File: src/regfile_config.svh
`ifndef REGFILE_CONFIG_SVH
`define REGFILE_CONFIG_SVH

// register word width
`define REGFILE_XLEN 32

// architectural registers, x0 included
`define REGFILE_NUM_REGS 32

// register index width
`define REGFILE_IDX_W 5

// debug byte address width, index = addr / 4
`define REGFILE_AXIL_ADDR_W 7

`endif

File: src/regfile_pkg.sv
`include "regfile_config.svh"

package regfile_pkg;

    typedef logic [`REGFILE_IDX_W-1:0] reg_idx_t;
    typedef logic [`REGFILE_XLEN-1:0] reg_data_t;
    typedef logic [`REGFILE_AXIL_ADDR_W-1:0] axil_addr_t;
    typedef logic [1:0] axil_resp_t;

    localparam axil_resp_t AXIL_RESP_OKAY = 2'b00;

    // write-back request, idx 0 means no write
    typedef struct packed {
        reg_idx_t  idx;
        reg_data_t data;
    } wb_req_t;

    // source indices of one issue slot
    typedef struct packed {
        reg_idx_t ra;
        reg_idx_t rb;
    } src_idx_t;

    // operand values of one issue slot
    typedef struct packed {
        reg_data_t a;
        reg_data_t b;
    } src_val_t;

    // debug write into the array
    typedef struct packed {
        logic      valid;
        reg_idx_t  idx;
        reg_data_t data;
    } dbg_wr_t;

    //----------------------------------------------------------------------
    // AXI4-Lite, no byte strobes
    //----------------------------------------------------------------------
    typedef struct packed {
        logic       aw_valid;
        axil_addr_t aw_addr;
        logic       w_valid;
        reg_data_t  w_data;
        logic       b_ready;
        logic       ar_valid;
        axil_addr_t ar_addr;
        logic       r_ready;
    } axil_req_t;

    typedef struct packed {
        logic       aw_ready;
        logic       w_ready;
        logic       b_valid;
        axil_resp_t b_resp;
        logic       ar_ready;
        logic       r_valid;
        reg_data_t  r_data;
        axil_resp_t r_resp;
    } axil_rsp_t;

endpackage

File: src/regfile_debug_axil.sv
`include "regfile_config.svh"

module regfile_debug_axil
    import regfile_pkg::*;
(
    input  logic      clk_i,
    input  logic      rst_i,

    // bus side
    input  axil_req_t axil_i,
    output axil_rsp_t axil_o,

    // register array side
    output dbg_wr_t   dbg_wr_o,
    output reg_idx_t  dbg_rd_idx_o,
    input  reg_data_t dbg_rd_data_i
);

    logic      wr_accept;
    logic      rd_accept;
    logic      b_valid_q;
    logic      r_valid_q;
    reg_data_t r_data_q;

    //----------------------------------------------------------------------
    // write channel
    //----------------------------------------------------------------------
    // address and data taken together, only once the last B is gone
    assign wr_accept = axil_i.aw_valid && axil_i.w_valid && !b_valid_q;

    always_ff @(posedge clk_i or posedge rst_i)
    begin
        if (rst_i)
        begin
            b_valid_q <= 1'b0;
        end
        else if (wr_accept)
        begin
            b_valid_q <= 1'b1;
        end
        else if (axil_i.b_ready)
        begin
            b_valid_q <= 1'b0;
        end
    end

    // one-cycle write pulse, word index above the byte offset
    always_comb
    begin
        dbg_wr_o.valid = wr_accept;
        dbg_wr_o.idx   = axil_i.aw_addr[`REGFILE_AXIL_ADDR_W-1:2];
        dbg_wr_o.data  = axil_i.w_data;
    end

    //----------------------------------------------------------------------
    // read channel
    //----------------------------------------------------------------------
    assign rd_accept = axil_i.ar_valid && !r_valid_q;

    // array read is combinational, so the index comes straight off AR
    assign dbg_rd_idx_o = axil_i.ar_addr[`REGFILE_AXIL_ADDR_W-1:2];

    always_ff @(posedge clk_i or posedge rst_i)
    begin
        if (rst_i)
        begin
            r_valid_q <= 1'b0;
        end
        else if (rd_accept)
        begin
            r_valid_q <= 1'b1;
        end
        else if (axil_i.r_ready)
        begin
            r_valid_q <= 1'b0;
        end
    end

    // held stable while r_valid waits
    always_ff @(posedge clk_i)
    begin
        if (rd_accept)
        begin
            r_data_q <= dbg_rd_data_i;
        end
    end

    //----------------------------------------------------------------------
    // response outputs
    //----------------------------------------------------------------------
    always_comb
    begin
        axil_o.aw_ready = wr_accept;
        axil_o.w_ready  = wr_accept;
        axil_o.b_valid  = b_valid_q;
        axil_o.b_resp   = AXIL_RESP_OKAY;
        axil_o.ar_ready = !r_valid_q;
        axil_o.r_valid  = r_valid_q;
        axil_o.r_data   = r_data_q;
        axil_o.r_resp   = AXIL_RESP_OKAY;
    end

endmodule

File: config.mk
export PLATFORM = sky130hd
export DESIGN_NAME = regfile_debug_axil
export DESIGN_NICKNAME = d
export VERILOG_FILES = /design/src/regfile_pkg.sv /design/src/regfile_debug_axil.sv
export VERILOG_INCLUDE_DIRS = /design/src /design/src/src
export SDC_FILE = /design/constraint.sdc
export NUM_CORES = 1
export LEC_CHECK = 0
export BUFFER_PORTS_ARGS = -buffer_cell sky130_fd_sc_hd__clkbuf_2
export CAP_MARGIN = 15
export CORE_AREA = 3 3 69 71
export CTS_CLUSTER_SIZE = 25
export DETAILED_ROUTE_END_ITERATION = 8
export DIE_AREA = 0 0 72 74
export GPL_ROUTABILITY_DRIVEN = 0
export PLACE_DENSITY = 0.81
export SLEW_MARGIN = 20
export SYNTH_ARGS = -nofsm -noshare
export SYNTH_HDL_FRONTEND = slang
export SYNTH_SLANG_ARGS = --single-unit
File: constraint.sdc
create_clock -name clk_i -period 2.85 [get_ports clk_i]
set_input_delay 0.57 -clock clk_i [delete_from_list [all_inputs] [get_ports clk_i]]
set_output_delay 0.57 -clock clk_i [all_outputs]
set_load 0.05 [all_outputs]
==> results.txt <==
Mean Syn Cell Area - 15.5 um^2
Vias/cell - 3.90
all-layer global routing usage - 12.1%
Mapped Cells - 93
area growth from synthesis to layout - 11.7%
GRT overflow - 0
crit path kind - input pin to output pin
num rows - 24
nature of the critical path endpoint - output pin
Max Fanout on Critical Path - 3
Iter 0 DRT Violations - 39
pwr dens - 723 nW/um^2
first drt pass iteration count - 3
FF+latch count, synth - 34
count of final setup violators - 0
Resize count post-CTS - 0
sequential fraction of the synthesis area - 70.3%
final WL - 3.55 mm
# clock sinks - 34
ANT cells - 0
Final Core Density - 37.4%
final max-slew violation count - 0
Routed wire per std cell - 19.4 um
initial core utilization - 33.5%
post-CTS setup buffers - 0
Detail Placement HPWL - 3.16 mm
CORE AREA - 4290 um^2
final worst path period need - 1.76 ns
worst-case clock buffer depth - 2
CTS tree - done
first-pass GRT wire length - 4.37 mm
outcome - finished, final reports clean
Layout Nets - 215
via count - 713
H-tree depth - 2
# DRC - 0
CTS Buf Count - 5
HP Class - input pin to async pin
worst skew pair latency - 0.27 ns
Ys Warns - 0
I/O Pins - 169
Leakage Power - 0.000730 uW
Synth area leader - edfxtp_1
DIE HEIGHT - 74 um
Hold Buf Count CTS - 0
number of antenna violations at the first check in global routing - 0
Post-Syn Area - 1440 um^2
Clock Skews - 0.00527 ns
Die W - 72 um
Root Driver - clkbuf_8
post-route ant nets - 0
setup tns final - 0 ns
number of I/O port buffers - 76
Cell variety after synth - 11
share of the synthesized area in the top cell type - 66.8%
largest net degree at the start of global routing - 18
CP startpoint kind - input pin
CP Data Arrival Time - 1.19 ns
Worst VDD drop - 0.189 mV
vias in the first global route - 693
Die ar. - 5330 um^2
share of cells above drive strength 1 - 64.9%
RSZ-0062 raised after global routing - no
number of max-cap violations - 0
required time of the worst setup path - 2.28 ns
Fin. Hold Viols - 0
Max Fclk - 0.568 GHz
Clk pin slew, worst setup/hold paths - 0.06 ns
main area contributors after synthesis - edfxtp_1 (67%), buf_4 (27%), dfrtp_1 (3.5%)
final worst-path cycle share - 61.7%
==> worst max-delay path, cell delays in order <==
cell	delay, ns
clkbuf_2	0.08
nand2_1	0.06
nor2_1	0.16
clkbuf_2	0.32
==> area by class of cell <==
class	count	area, um^2
fill	431	2690
sequential	34	1010
timing repair buffer	78	395
clock buffer	8	80.1
tap	52	65.1
multi-input combinational	9	48.8
inverter	2	7.51
==> metal layers <==
| layer | GRT usage [%] | routed length, um | vias up |
|---|---|---|---|
| met5 | 0 | 0 | - |
| met1 | 8.97 | 845 | 291 |
| met2 | 18.5 | 1770 | 83 |
| li1 | - | - | 329 |
| met3 | 13.9 | 838 | 10 |
| met4 | 6.26 | 95 | 0 |
==> cell usage after synthesis, drive strengths merged <==
library cell	number
edfxtp	32
nand2	1
dfrtp	2
nor2b	1
buf	51
mux2i	1
o21bai	1
nor2	1
conb	1
inv	2
==> worst paths after layout <==
path	endpoint	start	slack (ns)	cells after the start
worst max-delay path	axil_o[39]	axil_i[50]	1.09	4
worst min-delay path	b_valid_q	rst_i	0.12	2
worst max register to register	r_data_q[30]	r_valid_q	1.74	2
worst min register to register	b_valid_q	b_valid_q	0.53	1
max in group asynchronous	r_valid_q	rst_i	2.62	2
min in group clk_i	r_data_q[18]	dbg_rd_data_i[18]	0.47	1
==> where the power goes <==
part	internal [uW]	switching, uW
registers	592	11.4
logic	49.7	192
clock network	173	145
==> through the flow <==
step	instances	area [um^2]	hold WS, ns	setup slack (ns)	power, uW
after detailed placement	175	1530	0.409	1.10	859
after CTS	183	1610	0.110	1.08	1180
after global placement	175	1530	0.400	1.14	854
after global routing	183	1610	0.111	1.04	1210
after floorplan	96	1450	0.311	0.988	959
final	183	1610	0.119	1.09	1160
==> layout by cell type (no fill, tap or decap) <==
cell type  count
nor2b_2        1
dfrtp_1        2
conb_1         4
clkbuf_2      76
o21bai_1       1
buf_4          2
edfxtp_1      32
inv_1          1
clkbuf_1       3
clkbuf_8       5
nor2_1         1
inv_2          1
nand2_1        1
mux2i_1        1
==> registers in the layout, indices dropped and copies added, names as in the netlist <==
| register | cells |
|---|---|
| b_valid_q | 1 |
| r_data_q | 32 |
| r_valid_q | 1 |
==> cells by family after synthesis <==
| group | Yosys count | synth area share (%) |
|---|---|---|
| buffers and inverters | 53 | 27.1 |
| other | 1 | 0.261 |
| AO/OA/AOI/OAI | 1 | 0.522 |
| AND/OR/NAND/NOR | 3 | 1.13 |
| flip-flops | 34 | 70.3 |
| multiplexers | 1 | 0.696 |
(Power assumes the default switching activity.)
